===== src/hw/npc_pkg.sv =====
package npc_pkg;

    // data and address width
    localparam int xlen = 32;

    // first fetch address after reset
    localparam logic [xlen-1:0] reset_pc = 32'h8000_0000;

    // program and data memory, in words
    localparam int mem_words = 1024;
    localparam int mem_aw = $clog2(mem_words);

    // major opcodes of the supported subset
    localparam logic [6:0] op_lui = 7'b0110111;
    localparam logic [6:0] op_auipc = 7'b0010111;
    localparam logic [6:0] op_jal = 7'b1101111;
    localparam logic [6:0] op_jalr = 7'b1100111;
    localparam logic [6:0] op_imm = 7'b0010011;
    localparam logic [6:0] op_reg = 7'b0110011;
    localparam logic [6:0] op_load = 7'b0000011;

    // funct3 values, 000 is also the jalr encoding
    localparam logic [2:0] f3_add = 3'b000;
    localparam logic [2:0] f3_lw = 3'b010;

    localparam logic [xlen-1:0] ebreak_word = 32'h0010_0073;

    // one-hot alu operation, bit index per instruction
    localparam int alu_op_w = 7;
    localparam int aop_auipc = 0;
    localparam int aop_lui = 1;
    localparam int aop_jal = 2;
    localparam int aop_jalr = 3;
    localparam int aop_addi = 4;
    localparam int aop_add = 5;
    localparam int aop_lw = 6;

    typedef struct packed {
        logic [6:0] funct7;
        logic [4:0] rs2;
        logic [4:0] rs1;
        logic [2:0] funct3;
        logic [4:0] rd;
        logic [6:0] opcode;
    } inst_r_t;

    typedef struct packed {
        logic [11:0] imm;
        logic [4:0] rs1;
        logic [2:0] funct3;
        logic [4:0] rd;
        logic [6:0] opcode;
    } inst_i_t;

    typedef struct packed {
        logic [19:0] imm;
        logic [4:0] rd;
        logic [6:0] opcode;
    } inst_u_t;

    // jump offset bits are scattered across the upper word
    typedef struct packed {
        logic imm_20;
        logic [9:0] imm_10_1;
        logic imm_11;
        logic [7:0] imm_19_12;
        logic [4:0] rd;
        logic [6:0] opcode;
    } inst_j_t;

    typedef union packed {
        logic [xlen-1:0] raw;
        inst_r_t r;
        inst_i_t i;
        inst_u_t u;
        inst_j_t j;
    } inst_u;

endpackage


===== src/hw/alu.sv =====
module alu import npc_pkg::*; (
    input  logic [alu_op_w-1:0] alu_op,
    input  logic [xlen-1:0]     src1,
    input  logic [xlen-1:0]     src2,
    input  logic [xlen-1:0]     imm,
    input  logic [xlen-1:0]     pc,
    input  logic [xlen-1:0]     rdata,
    output logic [xlen-1:0]     result,
    output logic [xlen-1:0]     next_pc
);

    logic [xlen-1:0] pc_plus4;
    logic [xlen-1:0] jalr_sum;

    assign pc_plus4 = pc + xlen'(4);
    assign jalr_sum = src1 + imm;

    // write-back value, zero when no operation is set
    always_comb begin
        case (1'b1)
            alu_op[aop_auipc]: begin
                result = pc + imm;
            end
            alu_op[aop_lui]: begin
                result = imm;
            end
            alu_op[aop_jal], alu_op[aop_jalr]: begin
                // link address
                result = pc_plus4;
            end
            alu_op[aop_addi]: begin
                result = src1 + imm;
            end
            alu_op[aop_add]: begin
                result = src1 + src2;
            end
            alu_op[aop_lw]: begin
                result = rdata;
            end
            default: begin
                result = '0;
            end
        endcase
    end

    // jalr target drops bit 0
    always_comb begin
        if (alu_op[aop_jal]) begin
            next_pc = pc + imm;
        end else if (alu_op[aop_jalr]) begin
            next_pc = {jalr_sum[xlen-1:1], 1'b0};
        end else begin
            next_pc = pc_plus4;
        end
    end

endmodule


===== config.mk =====
export PLATFORM = sky130hd
export DESIGN_NAME = alu
export DESIGN_NICKNAME = d
export VERILOG_FILES = /design/src/hw/npc_pkg.sv /design/src/hw/alu.sv
export SDC_FILE = /design/constraint.sdc
export NUM_CORES = 1
export LEC_CHECK = 0
export BUFFER_PORTS_ARGS = -buffer_cell sky130_fd_sc_hd__clkbuf_2
export CORE_MARGIN = 2
export CORE_UTILIZATION = 30
export DETAILED_ROUTE_END_ITERATION = 6
export MAX_ROUTING_LAYER = met4
export PLACE_DENSITY = 0.51
export SLEW_MARGIN = 25
export SYNTH_ARGS = -nofsm -noshare
export SYNTH_HDL_FRONTEND = slang
export SYNTH_SLANG_ARGS = --single-unit
export TNS_END_PERCENT = 50

===== constraint.sdc =====
create_clock -name vclk -period 3
set_input_delay 0 -clock vclk [all_inputs]
set_output_delay 0 -clock vclk [all_outputs]
set_load 0.01 [all_outputs]

Yosys cells after proc, flatten, opt, wreduce, memory -nomap -nowiden
Index checks and enable logic that the tools add are counted.
Operators by class
  add/sub/neg operators: 4
  multiplexer cells: 8
  reduce and logical (&&, ||, !) cells: 1
Operators with widths (number)
  $mux 32: 8
  $add 32x32->32: 3
  $add 32x3->32 const B: 1
  $reduce_or 2->1: 1
Word-level totals
  register bits after elaboration: 0
  output and inout port bits: 64
  logic and storage cells: 13

Depth between registers and ports, before layout
  word-level depth: 6
  mapped depth: 12
  depth with buffers taken out: 12

Worst setup path before layout
Ideal clock, no wire load.
  path type: input to output
  start: in src1[0]
  end: out next_pc[30]
  data arrival time: 2525 ps
  setup slack: 475 ps
  stages on the path: 11
  path through: ha_1 fa_1 a211oi_1 o21bai_1 o311a_1 o21ba_2 a21oi_2 o21a_1 o211ai_1 a211o_1 o21ai_0
On the way
  longest elaborated chain between the ends: 3
Ends and longest elaborated chain
  from (decl): line alu.sv:3  | input logic [xlen-1:0] src1,
  $add 32x32->32: line alu.sv:16  | assign jalr_sum = src1 + imm;
  $mux 32: line alu.sv:50  | end else if (alu_op[aop_jalr]) begin
  $mux 32: line alu.sv:48  | if (alu_op[aop_jal]) begin
  to (decl): line alu.sv:9  | output logic [xlen-1:0] next_pc
No other way between the ends.

Final worst setup path
  start: in imm[2]
  end: out result[23]
On the way
  longest elaborated chain between the ends: 5
Ends and longest elaborated chain
  from (decl): line alu.sv:5  | input logic [xlen-1:0] imm,
  $add 32x32->32: line alu.sv:32  | result = src1 + imm;
  $mux 32 (3 in series): line alu.sv:20  | case (1'b1)
  $mux 32 (*): line alu.sv:20
  to (decl): line alu.sv:8  | output logic [xlen-1:0] result,
Every way passes the cells marked *; elsewhere a longest branch is shown, timed or not.

==> metrics.md <==
| Metric | Value |
|---|---|
| Status | complete, no violations |
| IO Port Bufs | 231 |
| Crit path largest cell delay | 0.58 ns |
| Slowest-stage cell, CP | or4_4 |
| Iter 0 DRT Violations | 763 |
| Max-Cap Viols | 0 |
| Slew margin rel. | 44.96% |
| Starting density of the core | 30.32% |
| Vias post-DR | 9649 |
| Fmax | 348.9 MHz |
| Syn nets | 1408 |
| Commonest non-fill, non-tap cell in the layout | clkbuf_2 |
| Hold Path Class | in -> out |
| RSZ-0062 raised after global routing | false |
| Fin nets | 1629 |
| RePlAce Congestion | 0.9517 |
| Area after DPL | 9248 sq um |
| Row cnt | 58 |
| Gate Count Post-Synth | 1144 |
| Hold_buf cts | 0 |
| Total grt overflow | 0 |
| Crit path DAT | 2.87 ns |
| Crit-path cells | clkbuf_2, ha_1, o21ai_2, o211a_1, o31a_1, or4_4, nand3_2, xnor2_1, a22oi_2, nor2_1, a2111oi_2, clkbuf_2 |
| Die area | 26520 sq um |
| Synth cell types | 86 |
| CP most frequent cell | clkbuf_2 |
| Crit end category | output pin |
| Share of layout cells above drive strength 1 | 23.99% |
| Post-synthesis sequential area ratio | 0% |
| # clk buffers | 0 |
| Routed Antenna Nets | 0 |
| Post-DP HPWL | 29250 um |
| Largest net degree at the start of global routing | 39 |
| P_leak | 4.472 nW |
| First-pass GRT wire length | 51020 um |
| WS Path Type | in -> out |
| Cell area after synthesis | 7570 sq um |
| Mean post-synth cell area | 6.617 sq um |
| Post-route insts no fill | 1694 |
| Reg area | 0 sq um |
| Core Box Area | 24960 sq um |
| DR WL/cell | 20.12 um |
| Die Wd | 162.8 um |
| Setup violators final | 0 |
| Die H | 162.8 um |
| Commonest non-fill, non-tap cells in the layout | clkbuf_2 (230), a21oi_1 (130), nor2_1 (122) |
| PwrDens | 240.3 nW/um^2 |
| Synth warnings | 0 |
| Crit path required time | 3.00 ns |
| Vias in the first global route | 9148 |
| Setup TNS | 0 ns |
| Crit share post-route | 95.53% |
| GRT Total Usage | 25.18% |
| Setup crit start kind | input pin |
| Placed insts | 1692 |
| Max rail drop VDD | 0.0001173 V |
| Vias/cell | 5.696 |
| Critical Path Fanout Max | 5 |
| Num sequential | 0 |
| Finished Core Util | 37.31% |
| Remaining DRCs | 0 |
| Final instance area | 9315 sq um |
| Initial antenna violation count | 1 |
| Pins Over Slew Limit | 0 |
| Num ports | 231 |
| Tmin final | 2.866 ns |
| Drt total wl | 34090 um |
| Drt first pass iters | 5 |
| Worst Tran Pin Value | 0.8240 ns |
| Hold Vio Cnt, Final | 0 |
| Synthesis-to-layout area growth | 23.06% |
-- worst paths after layout --
check	from	to	cells past startpoint
setup / recovery	imm[2]	result[23]	12
hold / removal	pc[0]	next_pc[0]	3
-- kinds of logic (layout without fill, tap and decap cells) --
| family | after synthesis | after routing | synth area share, % |
|---|---|---|---|
| compound gates | 474 | 474 | 42.07 |
| simple gates | 355 | 355 | 21.72 |
| other cells | 0 | 1 | 0 |
| fa+ha+maj | 97 | 97 | 16.33 |
| xor+xnor | 109 | 109 | 12.61 |
| buf+inv | 91 | 310 | 4.826 |
| mux | 18 | 18 | 2.446 |
-- metal layers --
metal | share of wire (%) | wire [um] | vias up | global-route usage, %
met5 | 0 | 0 | - | -
met4 | 2.5 | 852 | 0 | 4.988
met3 | 6.5 | 2211 | 50 | 1.859
met2 | 48 | 16360 | 381 | 44.26
met1 | 43 | 14660 | 4460 | 31.73
li1 | - | - | 4758 | -
-- area by class of cell --
type,count,area (sq um)
repair buffers,279,1516
fillers,2778,15650
diodes,1,2.502
well taps,330,412.9
inverters,31,116.4
multi-input cells,1053,7267
-- power breakdown --
part | total [mW] | leakage (nW) | internal [mW] | switching, mW
Sequential | 0 | 0 | 0 | 0
Combinational | 2.24 | 4.47 | 0.913 | 1.33
Clock | 0.0000000446 | 0.00000634 | 0.0000000446 | 0
Total | 2.24 | 4.47 | 0.913 | 1.33
-- cells in the mapped netlist, types with 4 or more instances --
master	instances	area [sq um]
nand3_1	26	130.1
nand2b_1	8	50.05
nor2_1	123	461.7
o2bb2ai_1	4	35.03
mux2_2	4	45.04
or3_1	4	25.02
a221o_1	12	120.1
o21ai_1	12	60.06
a221oi_1	21	183.9
a22oi_1	13	97.59
o31a_1	5	43.79
xnor2_1	59	516.8
o211ai_1	12	90.09
buf_2	5	25.02
o211a_1	7	70.07
nand2_1	106	397.9
and3_1	11	68.82
inv_1	30	112.6
nor4_1	5	31.28
nor2b_1	12	75.07
nor3_1	12	60.06
a211oi_1	18	135.1
mux2i_1	14	140.1
and4_1	6	52.55
a31oi_1	13	81.33
or2_2	6	37.54
nand4_1	22	137.6
buf_1	4	15.01
clkbuf_1	48	180.2
o21ai_0	78	390.4
o21a_1	17	127.6
o21bai_1	8	60.06
o221ai_1	4	35.03
xor2_1	50	437.9
ha_1	94	1176
a211o_1	7	61.31
a21oi_1	134	670.6
a21o_1	63	473.0
-- worst max-delay path, delay by kind of cell --
family,cells,cell delay (ns)
compound gates,5,1.27
simple gates,3,0.75
fa+ha+maj,1,0.40
buf+inv,2,0.34
xor+xnor,1,0.11
-- metrics by stage --
stage	worst slack, ns	hold slack [ns]	power (mW)
after floorplan	0.4752	0.1508	1.407
after global placement	0.04675	0.3580	2.197
after global routing	0.01448	0.3834	2.442
after detailed placement	0.04375	0.3585	2.192
final	0.1340	0.3563	2.239
after CTS	0.01433	0.3595	2.204
-- what timing repair did --
action,CTS,global route
setup buffers,0,1
setup endpoints to repair,0,18
gates resized for setup,0,19
Power figures use the tool's default switching activity.
