==> src/hw/npc_pkg.sv <==
package npc_pkg;

    // data and address width
    localparam int xlen = 32;

    // first fetch address after reset
    localparam logic [xlen-1:0] reset_pc = 32'h8000_0000;

    // program and data memory, in words
    localparam int mem_words = 1024;
    localparam int mem_aw = $clog2(mem_words);

    // major opcodes of the supported subset
    localparam logic [6:0] op_lui = 7'b0110111;
    localparam logic [6:0] op_auipc = 7'b0010111;
    localparam logic [6:0] op_jal = 7'b1101111;
    localparam logic [6:0] op_jalr = 7'b1100111;
    localparam logic [6:0] op_imm = 7'b0010011;
    localparam logic [6:0] op_reg = 7'b0110011;
    localparam logic [6:0] op_load = 7'b0000011;

    // funct3 values, 000 is also the jalr encoding
    localparam logic [2:0] f3_add = 3'b000;
    localparam logic [2:0] f3_lw = 3'b010;

    localparam logic [xlen-1:0] ebreak_word = 32'h0010_0073;

    // one-hot alu operation, bit index per instruction
    localparam int alu_op_w = 7;
    localparam int aop_auipc = 0;
    localparam int aop_lui = 1;
    localparam int aop_jal = 2;
    localparam int aop_jalr = 3;
    localparam int aop_addi = 4;
    localparam int aop_add = 5;
    localparam int aop_lw = 6;

    typedef struct packed {
        logic [6:0] funct7;
        logic [4:0] rs2;
        logic [4:0] rs1;
        logic [2:0] funct3;
        logic [4:0] rd;
        logic [6:0] opcode;
    } inst_r_t;

    typedef struct packed {
        logic [11:0] imm;
        logic [4:0] rs1;
        logic [2:0] funct3;
        logic [4:0] rd;
        logic [6:0] opcode;
    } inst_i_t;

    typedef struct packed {
        logic [19:0] imm;
        logic [4:0] rd;
        logic [6:0] opcode;
    } inst_u_t;

    // jump offset bits are scattered across the upper word
    typedef struct packed {
        logic imm_20;
        logic [9:0] imm_10_1;
        logic imm_11;
        logic [7:0] imm_19_12;
        logic [4:0] rd;
        logic [6:0] opcode;
    } inst_j_t;

    typedef union packed {
        logic [xlen-1:0] raw;
        inst_r_t r;
        inst_i_t i;
        inst_u_t u;
        inst_j_t j;
    } inst_u;

endpackage

==> src/hw/inst_decode.sv <==
module inst_decode import npc_pkg::*; (
    input  inst_u                 inst,
    output logic [4:0]            rs1,
    output logic [4:0]            rs2,
    output logic [4:0]            rd,
    output logic [xlen-1:0]       imm,
    output logic [alu_op_w-1:0]   alu_op,
    output logic                  reg_wen,
    output logic                  mem_en
);

    logic [6:0] opcode;
    logic [2:0] funct3;
    logic [xlen-1:0] imm_i;
    logic [xlen-1:0] imm_u;
    logic [xlen-1:0] imm_j;

    // register fields sit at the same place in every format
    assign opcode = inst.r.opcode;
    assign funct3 = inst.r.funct3;
    assign rs1 = inst.r.rs1;
    assign rs2 = inst.r.rs2;
    assign rd = inst.r.rd;

    // sign-extended immediates, one per format
    assign imm_i = {{20{inst.i.imm[11]}}, inst.i.imm};
    assign imm_u = {inst.u.imm, 12'b0};
    assign imm_j = {{11{inst.j.imm_20}}, inst.j.imm_20, inst.j.imm_19_12,
                    inst.j.imm_11, inst.j.imm_10_1, 1'b0};

    // pick the immediate by opcode class
    always_comb begin
        case (opcode)
            op_imm, op_load, op_jalr: begin
                imm = imm_i;
            end
            op_lui, op_auipc: begin
                imm = imm_u;
            end
            op_jal: begin
                imm = imm_j;
            end
            default: begin
                imm = '0;
            end
        endcase
    end

    // one operation bit per recognized instruction
    always_comb begin
        alu_op = '0;
        case (opcode)
            op_lui: begin
                alu_op[aop_lui] = 1'b1;
            end
            op_auipc: begin
                alu_op[aop_auipc] = 1'b1;
            end
            op_jal: begin
                alu_op[aop_jal] = 1'b1;
            end
            op_jalr: begin
                alu_op[aop_jalr] = (funct3 == f3_add);
            end
            op_imm: begin
                alu_op[aop_addi] = (funct3 == f3_add);
            end
            op_reg: begin
                // sub shares this funct3 so funct7 must be zero
                alu_op[aop_add] = (funct3 == f3_add) && (inst.r.funct7 == 7'd0);
            end
            op_load: begin
                alu_op[aop_lw] = (funct3 == f3_lw);
            end
            default: begin
                alu_op = '0;
            end
        endcase
    end

    // every supported instruction writes rd
    assign reg_wen = |alu_op;
    assign mem_en = alu_op[aop_lw];

endmodule

==> config.mk <==
export PLATFORM = sky130hd
export DESIGN_NAME = inst_decode
export DESIGN_NICKNAME = d
export VERILOG_FILES = /design/src/hw/npc_pkg.sv /design/src/hw/inst_decode.sv
export SDC_FILE = /design/constraint.sdc
export NUM_CORES = 1
export LEC_CHECK = 0
export ABC_AREA = 1
export BUFFER_PORTS_ARGS = -buffer_cell sky130_fd_sc_hd__buf_2
export CAP_MARGIN = 5
export CELL_PAD_IN_SITES_DETAIL_PLACEMENT = 0
export CELL_PAD_IN_SITES_GLOBAL_PLACEMENT = 1
export CORE_MARGIN = 4
export CORE_UTILIZATION = 18
export DETAILED_ROUTE_END_ITERATION = 12
export PLACE_DENSITY_LB_ADDON = 0.1
export SLEW_MARGIN = 0
export SYNTH_ARGS = -nofsm -noshare
export SYNTH_HDL_FRONTEND = slang
export SYNTH_SLANG_ARGS = --single-unit
export TNS_END_PERCENT = 10
==> constraint.sdc <==
create_clock -name vclk -period 0.8
set_input_delay 0.04 -clock vclk [all_inputs]
set_output_delay 0.04 -clock vclk [all_outputs]
set_load 0.01 [all_outputs]
# After elaboration in Yosys (flattened, before gate mapping)
# Index checks and enable logic that the tools add are counted.
[word_totals]
reg_bits = 0
input_bits = 32
[classes]
n_eq_ne = 8
muxes = 8
reduce_logical = 6
[ops]
columns = ["operator", "n"]
rows = [
  ["one-hot mux 32 bit (3 select lines)", 1],
  ["equality test 7 x 5 -> 1 bit, second input constant", 2],
  ["equality test 7 x 6 -> 1 bit, second input constant", 2],
  ["equality test 7 bit, second input constant", 2],
  ["equality test 7 x 2 -> 1 bit, second input constant", 1],
  ["zero test 7 bit", 1],
  ["2-to-1 mux 1 bit", 7],
  ["OR reduction 7 bit", 1],
  ["equality test 3 x 2 -> 1 bit, second input constant", 1],
  ["zero test 3 bit", 1],
  ["OR reduction 3 bit", 1],
  ["OR reduction 2 bit", 1],
  ["logical AND 1 bit", 1],
]

# Depth between registers and ports, before layout
# Gate-level depths: netlist of run 1.
[logic_depth]
word_depth = 4
ltp_mapped = 8
ltp_nobuf = 7

# Worst setup path before layout of run 1
# OpenSTA, ideal clock, no wires.
[synth_path]
path_type = "input to output"
startpoint = "input port inst[1] in the netlist's numbering"
endpoint = "output port imm[11]"
arrival_ns = 0.774
required_time_ns = 0.760
setup_slack_ns = -0.014
cell_stages = 7
n_path_buf = 1
path_cell_list = "nand2_1 -> nor2_2 -> nand2_1 -> nand3_2 -> nand2_2 -> buf_6 -> nand2_1"
[synth_via]
elab_chain_cells = 3
elab_cells_between_ends = 9
[synth_rtl]
columns = ["item", "line_no", "rtl"]
rows = [
  ["from (decl)", "inst_decode.sv:2", "input inst_u inst,"],
  ["equality test 7 x 2 -> 1 bit (tied with other cells)", "inst_decode.sv:33", "case (opcode)"],
  ["OR reduction 3 bit or OR reduction 2 bit (tied branches)", "inst_decode.sv:33", ""],
  ["one-hot mux 32 bit (3 select lines) *", "inst_decode.sv:33", ""],
  ["to (decl)", "inst_decode.sv:6", "output logic [xlen-1:0] imm,"],
]
# Mark *: on every way between the ends. The rest lies on a longest branch, timed or not.

# Worst setup path in the final report of run 1
[layout_path]
startpoint = "input port inst[3] in the netlist's numbering"
endpoint = "output port imm[28]"
# The elaborated chain is that of the path after synthesis.

==> reports/qor.yml, run 1 <==
status: "finished, violations left"
violations: "setup timing"
cp_slowest_stage_delay_ns: 0.15
ys_types: 12
critPathTopFamily: "buffers and inverters"
drtPass1Iterations: 4
hp-class: "in2out"
fin_area_mm2: 0.00176
core_area_mm2: 0.00438
fillers: 503
drv_slew: 0
worst_pin_slew_ns: 0.231
hpwlAfterDp_mm: 2.72
drtIter0Drc: 46
grt_max_degree: 12
areaGrowthSynthToFinish_pct: 115
seq_cell_count: 0
crit_required_ns: 0.76
synth.cell_area_um2: 818
die_y_um: 75.4
fin_setup_tns_ns: -8.30
grt_pass1_vias: 1256
via_count: 1340
hold_depth: 0
setup_viol: 41
p_leak_nw: 1.22
seq_area_um2: 0
io_buffers: 78
slew_headroom: 0.846
avgViaCountPerCell: 4.07
antenna_found_initial: 0
yosysWarnings: 0
worstPathMaxFanout: 4
hold_violations: 0
worstPathArrival_ns: 1.02
synthCells: 184
multiInputGateArea_um2: 687
drt_wl_total_mm: 3.65
p_per_area_mw_per_mm2: 280
peakVddDrop_mv: 0.151
final_nets: 311
maxCapViolCount: 0
finalWorstSetupSlack_ns: -0.255
overflow: 0
io_pins: 88
grt_pass1_wl_mm: 5.54
worst_setup_path_end_kind: "output port"
fin_hold_ws_ns: 0.0800
dp_worst_setup_slack_ns: -0.331
hold_path_end: "rd[2]"
die_area_mm2: 0.00569
timing.fmax_ghz: 0.948
start_util: 0.187
insertedDiodeCount: 0
gp_congestion: 0.717
grt_use_total: 0.119
period_needed_ns: 1.06
final_core_utilization: 0.402
hp-start: "inst[9]"
rsz0062_at_grt: "yes"
drc: 0
post-route-period-util: 1.32
synth_nets: 216
cp_cell_sequence: "buf_8, inv_6, nand2_4, nor2_4, buf_6, nand2_4, buf_6, o21ai_2, inv_1, nand2_1, buf_2"
critical_path_class: "in2out"
worst-path-buf-inv: 6
post_drt_wl_per_cell_um: 11.1
final.clkbuf_count: 0
yosysSeqAreaShare: 0
num_rows: 24
die_width_um: 75.4
start_kind: "primary input"
placed_cell_area_mm2: 0.00136
drive_gt1_frac: 0.545
drtAntennaViolNets: 0
slowest_stage: "buf_6"
syn_avg_cell_area_um2: 4.45
## power by group
group	leakage [nW]	switching (W)	internal, W
combinational	1.22	0.000245	0.000248
clock	0	0	0
sequential	0	0	0
## cell usage after synthesis
| cell | count | share of area |
|---|---|---|
| buf_2 | 3 | 0.018 |
| buf_4 | 18 | 0.17 |
| buf_6 | 2 | 0.028 |
| inv_1 | 29 | 0.13 |
| nand2_1 | 91 | 0.42 |
| nand2_2 | 1 | 0.0077 |
| nand3_1 | 16 | 0.098 |
| nand3_2 | 1 | 0.012 |
| nor2_1 | 15 | 0.069 |
| nor2_2 | 2 | 0.015 |
| nor3_1 | 3 | 0.018 |
| o21ai_0 | 3 | 0.018 |
## routing by layer
layer | up-vias | part of all wire | GRT usage
met5 | - | 0 | 0
met4 | 0 | 0.0096 | 0.0136
met3 | 2 | 0.075 | 0.00792
met2 | 42 | 0.51 | 0.225
met1 | 580 | 0.40 | 0.149
li1 | 716 | - | -
## cell usage in the layout (no fill, tap or decap)
master	netlist	routed
nand2_2	1	7
nor3_1	3	1
buf_2	3	69
nand3_1	16	13
clkbuf_16	0	2
inv_1	29	24
inv_6	0	1
nand3_4	0	2
nor2_2	2	5
buf_16	0	2
inv_2	0	3
o21ai_2	0	3
inv_4	0	1
buf_4	18	22
nor2_4	0	4
nand2_4	0	4
nand3_2	1	2
buf_8	0	4
nand2_1	91	80
buf_6	2	14
nand2_8	0	1
nor3_2	0	2
nor2_1	15	8
buf_12	0	3
## cell type report
| type | instances | share of cell area |
|---|---|---|
| timing repair buffer | 116 | 0.507 |
| multi-input combinational | 132 | 0.390 |
| inverter | 29 | 0.0661 |
| tap | 52 | 0.0369 |
## worst max path at each step
stage / slack [ns] / depth (start not counted) / from / end
2_1_floorplan: -0.01 / 7 / inst[1] / imm[11]
3_3_place_gp: -0.40 / 10 / inst[3] / imm[28]
3_5_place_dp: -0.33 / 10 / inst[3] / imm[30]
4_1_cts: -0.26 / 11 / inst[3] / imm[30]
5_1_grt: -0.34 / 11 / inst[3] / imm[28]
6_report: -0.26 / 11 / inst[3] / imm[28]
## cells by family (layout without fill, tap and decap cells)
| family | count (synthesis) | after routing | synth area share |
|---|---|---|---|
| buffers and inverters | 52 | 145 | 0.344 |
| AND/OR/NAND/NOR | 129 | 129 | 0.638 |
| AO/OA/AOI/OAI | 3 | 3 | 0.0183 |
## through the flow
stage / power [W] / cells
2_1_floorplan: 0.000183 / 184
3_3_place_gp: 0.000379 / 319
3_5_place_dp: 0.000376 / 319
4_1_cts: 0.000452 / 326
5_1_grt: 0.000545 / 329
6_report: 0.000493 / 329
## repair_timing
item,4_1_cts,5_1_grt
hold buffers,0,0
setup endpoints to repair,41,41
pin swaps,11,11
resized for setup,51,25
gates cloned,3,2
buffers inserted,5,2
Power figures use the tool's default switching activity.
==> run 2, diff against run 1 <==
--- a/config.mk
+++ b/config.mk
@@ -15,2 +15,3 @@
 export DETAILED_ROUTE_END_ITERATION = 12
+export GPL_ROUTABILITY_DRIVEN = 0
 export PLACE_DENSITY_LB_ADDON = 0.1
==> constraint.sdc (replaced) <==
create_clock -name vclk -period 0.8
set_input_delay 0.08 -clock vclk [all_inputs]
set_output_delay 0.08 -clock vclk [all_outputs]
set_load 0.01 [all_outputs]
==> reports/qor.yml, run 2 (synthesis results as in run 1) <==
insertedDiodeCount: 0
drv_slew: 0
post_drt_wl_per_cell_um: 10.4
postCtsHoldBufs: 0
finalWorstSetupSlack_ns: -0.330
critPathTopFamily: "buffers and inverters"
timing.fmax_ghz: 0.885
period_needed_ns: 1.13
io_buffers: 78
rsz0062_at_grt: "yes"
setup_viol: 41
drt_wl_total_mm: 3.39
drtPass1Iterations: 3
placed_cell_area_mm2: 0.00150
final_nets: 309
die_area_mm2: 0.00569
grt_max_degree: 11
overflow: 0
fin_setup_tns_ns: -11.21
avgViaCountPerCell: 4.00
antenna_found_initial: 0
start_kind: "primary input"
maxCapViolCount: 0
grt_pass1_wl_mm: 5.49
final.clkbuf_count: 0
mostFrequentLayoutCell: "buf_2"
die_y_um: 75.4
status: "finished, violations left"
final_cell_mix: "60 x buf_2, 57 x nand2_1, 27 x buf_4"
post-route-period-util: 1.41
worst-path-buf-inv: 5
worst_setup_path_end_kind: "output port"
multiInputGateArea_um2: 786
slowest_stage: "buf_2"
worst_pin_slew_ns: 0.207
worstPathArrival_ns: 1.05
areaGrowthSynthToFinish_pct: 127
grt_pass1_vias: 1222
drtIter0Drc: 28
grt_use_total: 0.115
drtAntennaViolNets: 0
num_rows: 24
fin_hold_ws_ns: 0.160
dp_worst_setup_slack_ns: -0.410
io_pins: 88
seq_cell_count: 0
core_area_mm2: 0.00438
die_width_um: 75.4
slew_headroom: 0.861
hpwlAfterDp_mm: 2.77
hp-class: "in2out"
p_per_area_mw_per_mm2: 280
crit_required_ns: 0.72
drc: 0
fillers: 497
hold_violations: 0
p_leak_nw: 1.20
start_util: 0.187
drive_gt1_frac: 0.615
violations: "setup timing"
critical_path_class: "in2out"
via_count: 1309
cp_slowest_stage_delay_ns: 0.13
seq_area_um2: 0
worstPathMaxFanout: 8
cp_common_cell: "nand2_1"
peakVddDrop_mv: 0.202
fin_area_mm2: 0.00185
cp_cell_sequence: "buf_12, inv_12, nand2_4, nor2_4, nand2_2, nand3_4, buf_6, buf_8, nand2_1, nand2_1, buf_2"
fin_total_pwr_w: 0.000519
run 2: changes by cell type in the layout (fill, tap and decap cells not counted), moves of 9 or more:
cell,delta
buf_2,-9
nand2_1,-23
nand2_2,+10
nand2_4,+14
run 2: layout make-up:
| cell class | count | area share |
|---|---|---|
| Inverter | 29 | 0.0722 |
| Tap cell | 52 | 0.0351 |
| Multi-Input combinational cell | 132 | 0.424 |
| Timing Repair Buffer | 114 | 0.469 |
run 2: worst paths after layout:
check | startpoint | endpoint | slack, ns | cells past startpoint
setup / recovery | inst[3] | imm[9] | -0.33 | 11
hold / removal | inst[11] | rd[4] | 0.16 | 0
run 2: through the flow:
step | utilization | cells
after floorplan | - | 184
after global placement | 0.341 | 320
after detailed placement | 0.341 | 320
after CTS | 0.411 | 327
after global routing | 0.423 | 327
final | 0.423 | 327
run 2: report_power, final:
group | leakage [nW] | switching, W | internal [W]
sequential | 0 | 0 | 0
clock | 0 | 0 | 0
combinational | 1.20 | 0.000256 | 0.000263
total | 1.20 | 0.000256 | 0.000263
run 2: routing by layer:
layer	track usage	up-vias	routed length [um]
li1	-	711	-
met1	0.150	559	1390
met2	0.218	37	1740
met3	0.00923	2	254
met4	0.00388	0	2
met5	0	-	0
run 2: timing repair:
action	4_1_cts	5_1_grt
cloned	2	0
pin swaps	13	5
endpoints found under the setup margin	41	41
resized for setup	63	12
buffers inserted	5	0
==> run 3, diff against run 2 <==
Settings changed: CORE_ASPECT_RATIO set to 0.7.
==> reports/qor.yml, run 3 (synthesis results as in run 1) <==
final_nets: 316
rsz0062_at_grt: "yes"
antenna_found_initial: 0
timing.fmax_ghz: 0.865
hold_violations: 0
maxCapViolCount: 0
post-route-period-util: 1.45
drtPass1Iterations: 4
overflow: 0
grt_pass1_vias: 1288
io_buffers: 78
postCtsHoldBufs: 0
drc: 0
grt_max_degree: 13
die_area_mm2: 0.00571
period_needed_ns: 1.16
hold_depth: 0
setup_viol: 41
status: "finished, violations left"
p_per_area_mw_per_mm2: 282
drtIter0Drc: 27
hp-class: "in2out"
drt_wl_total_mm: 3.63
slew_headroom: 0.865
avgViaCountPerCell: 3.99
worstPathMaxFanout: 8
areaGrowthSynthToFinish_pct: 131
finalWorstSetupSlack_ns: -0.356
crit_required_ns: 0.72
p_leak_nw: 1.23
num_rows: 20
via_count: 1343
hp-start: "inst[10]"
seq_cell_count: 0
grt_pass1_wl_mm: 6.03
core_area_mm2: 0.00435
hpwlAfterDp_mm: 2.75
drv_slew: 0
hold_path_end: "rd[3]"
start_kind: "primary input"
cp_slowest_stage_delay_ns: 0.16
fin_setup_tns_ns: -12.75
io_pins: 88
drtAntennaViolNets: 0
start_util: 0.188
final.clkbuf_count: 0
worst-path-buf-inv: 5
peakVddDrop_mv: 0.113
seq_area_um2: 0
die_width_um: 88.6
insertedDiodeCount: 0
cp_cell_sequence: "buf_12, inv_12, nand2_4, nor2_4, nand2_2, nand3_4, buf_6, buf_8, nand2_1, nand2_1, buf_6"
drive_gt1_frac: 0.642
critPathTopFamily: "simple AND/OR/NAND/NOR gates"
worstPathArrival_ns: 1.08
mostFrequentLayoutCell: "buf_2"
fin_hold_ws_ns: 0.160
slowest_stage: "nor2_4"
violations: "setup timing"
grt_use_total: 0.127
post_drt_wl_per_cell_um: 10.8
final_cell_mix: "63 x buf_2, 48 x nand2_1, 32 x buf_4"
fin_total_pwr_w: 0.000532
worst_pin_slew_ns: 0.203
worst_setup_path_end_kind: "output port"
critical_path_class: "in2out"
die_y_um: 64.4
[run 3: changes by cell type in the layout (fill, tap and decap cells not counted), moves of 3 or more]
| cell | previous run | this run |
|---|---|---|
| buf_4 | 27 | 32 |
| nand2_1 | 57 | 48 |
| buf_2 | 60 | 63 |
| nand2_2 | 17 | 29 |
| inv_1 | 19 | 24 |
| inv_2 | 6 | 2 |
[run 3: area by class of cell]
type                       instances  area (um2)
fill                             476        2460
timing repair buffer             120         896
inverter                          29         131
tap                               55        68.8
multi-input combinational        133         795
[run 3: what timing repair did]
item	in CTS	in global routing
cloned	2	0
pin swaps	16	11
resized for setup	51	20
setup buffers	7	0
endpoints found under the setup margin	41	41
[run 3: report_power, final]
group / leakage [nW] / internal [W] / switching [W] / total [W]
Combinational: 1.23 / 0.000270 / 0.000262 / 0.000532
Sequential: 0 / 0 / 0 / 0
Clock: 0 / 0 / 0 / 0
Total: 1.23 / 0.000270 / 0.000262 / 0.000532
[run 3: per-stage QoR]
step                instance area (um2)  instances   util  worst slack (ns)
detailed placement                 1550        328  0.356            -0.506
CTS                                1820        337  0.417            -0.335
global route                       1890        337  0.434            -0.419
finish                             1890        337  0.434            -0.356
floorplan                           993        184      -           -0.0657
global placement                   1550        328  0.356            -0.512
[run 3: routing by layer]
metal | vias up | part of all wire | global-route usage
met5 | - | 0 | 0
met1 | 570 | 0.48 | 0.192
met3 | 0 | 0.081 | 0.00635
met2 | 50 | 0.44 | 0.206
met4 | 0 | 0 | 0.00377
li1 | 723 | - | -
[run 3: how the worst max path moves through the flow]
stage	start	endpoint	slack, ns	cells after the start
after floorplan	inst[3]	imm[11]	-0.07	8
after global placement	inst[3]	imm[13]	-0.51	9
after detailed placement	inst[3]	imm[13]	-0.51	9
after CTS	inst[3]	imm[6]	-0.34	11
after global routing	inst[3]	imm[10]	-0.42	11
final	inst[3]	imm[5]	-0.36	11
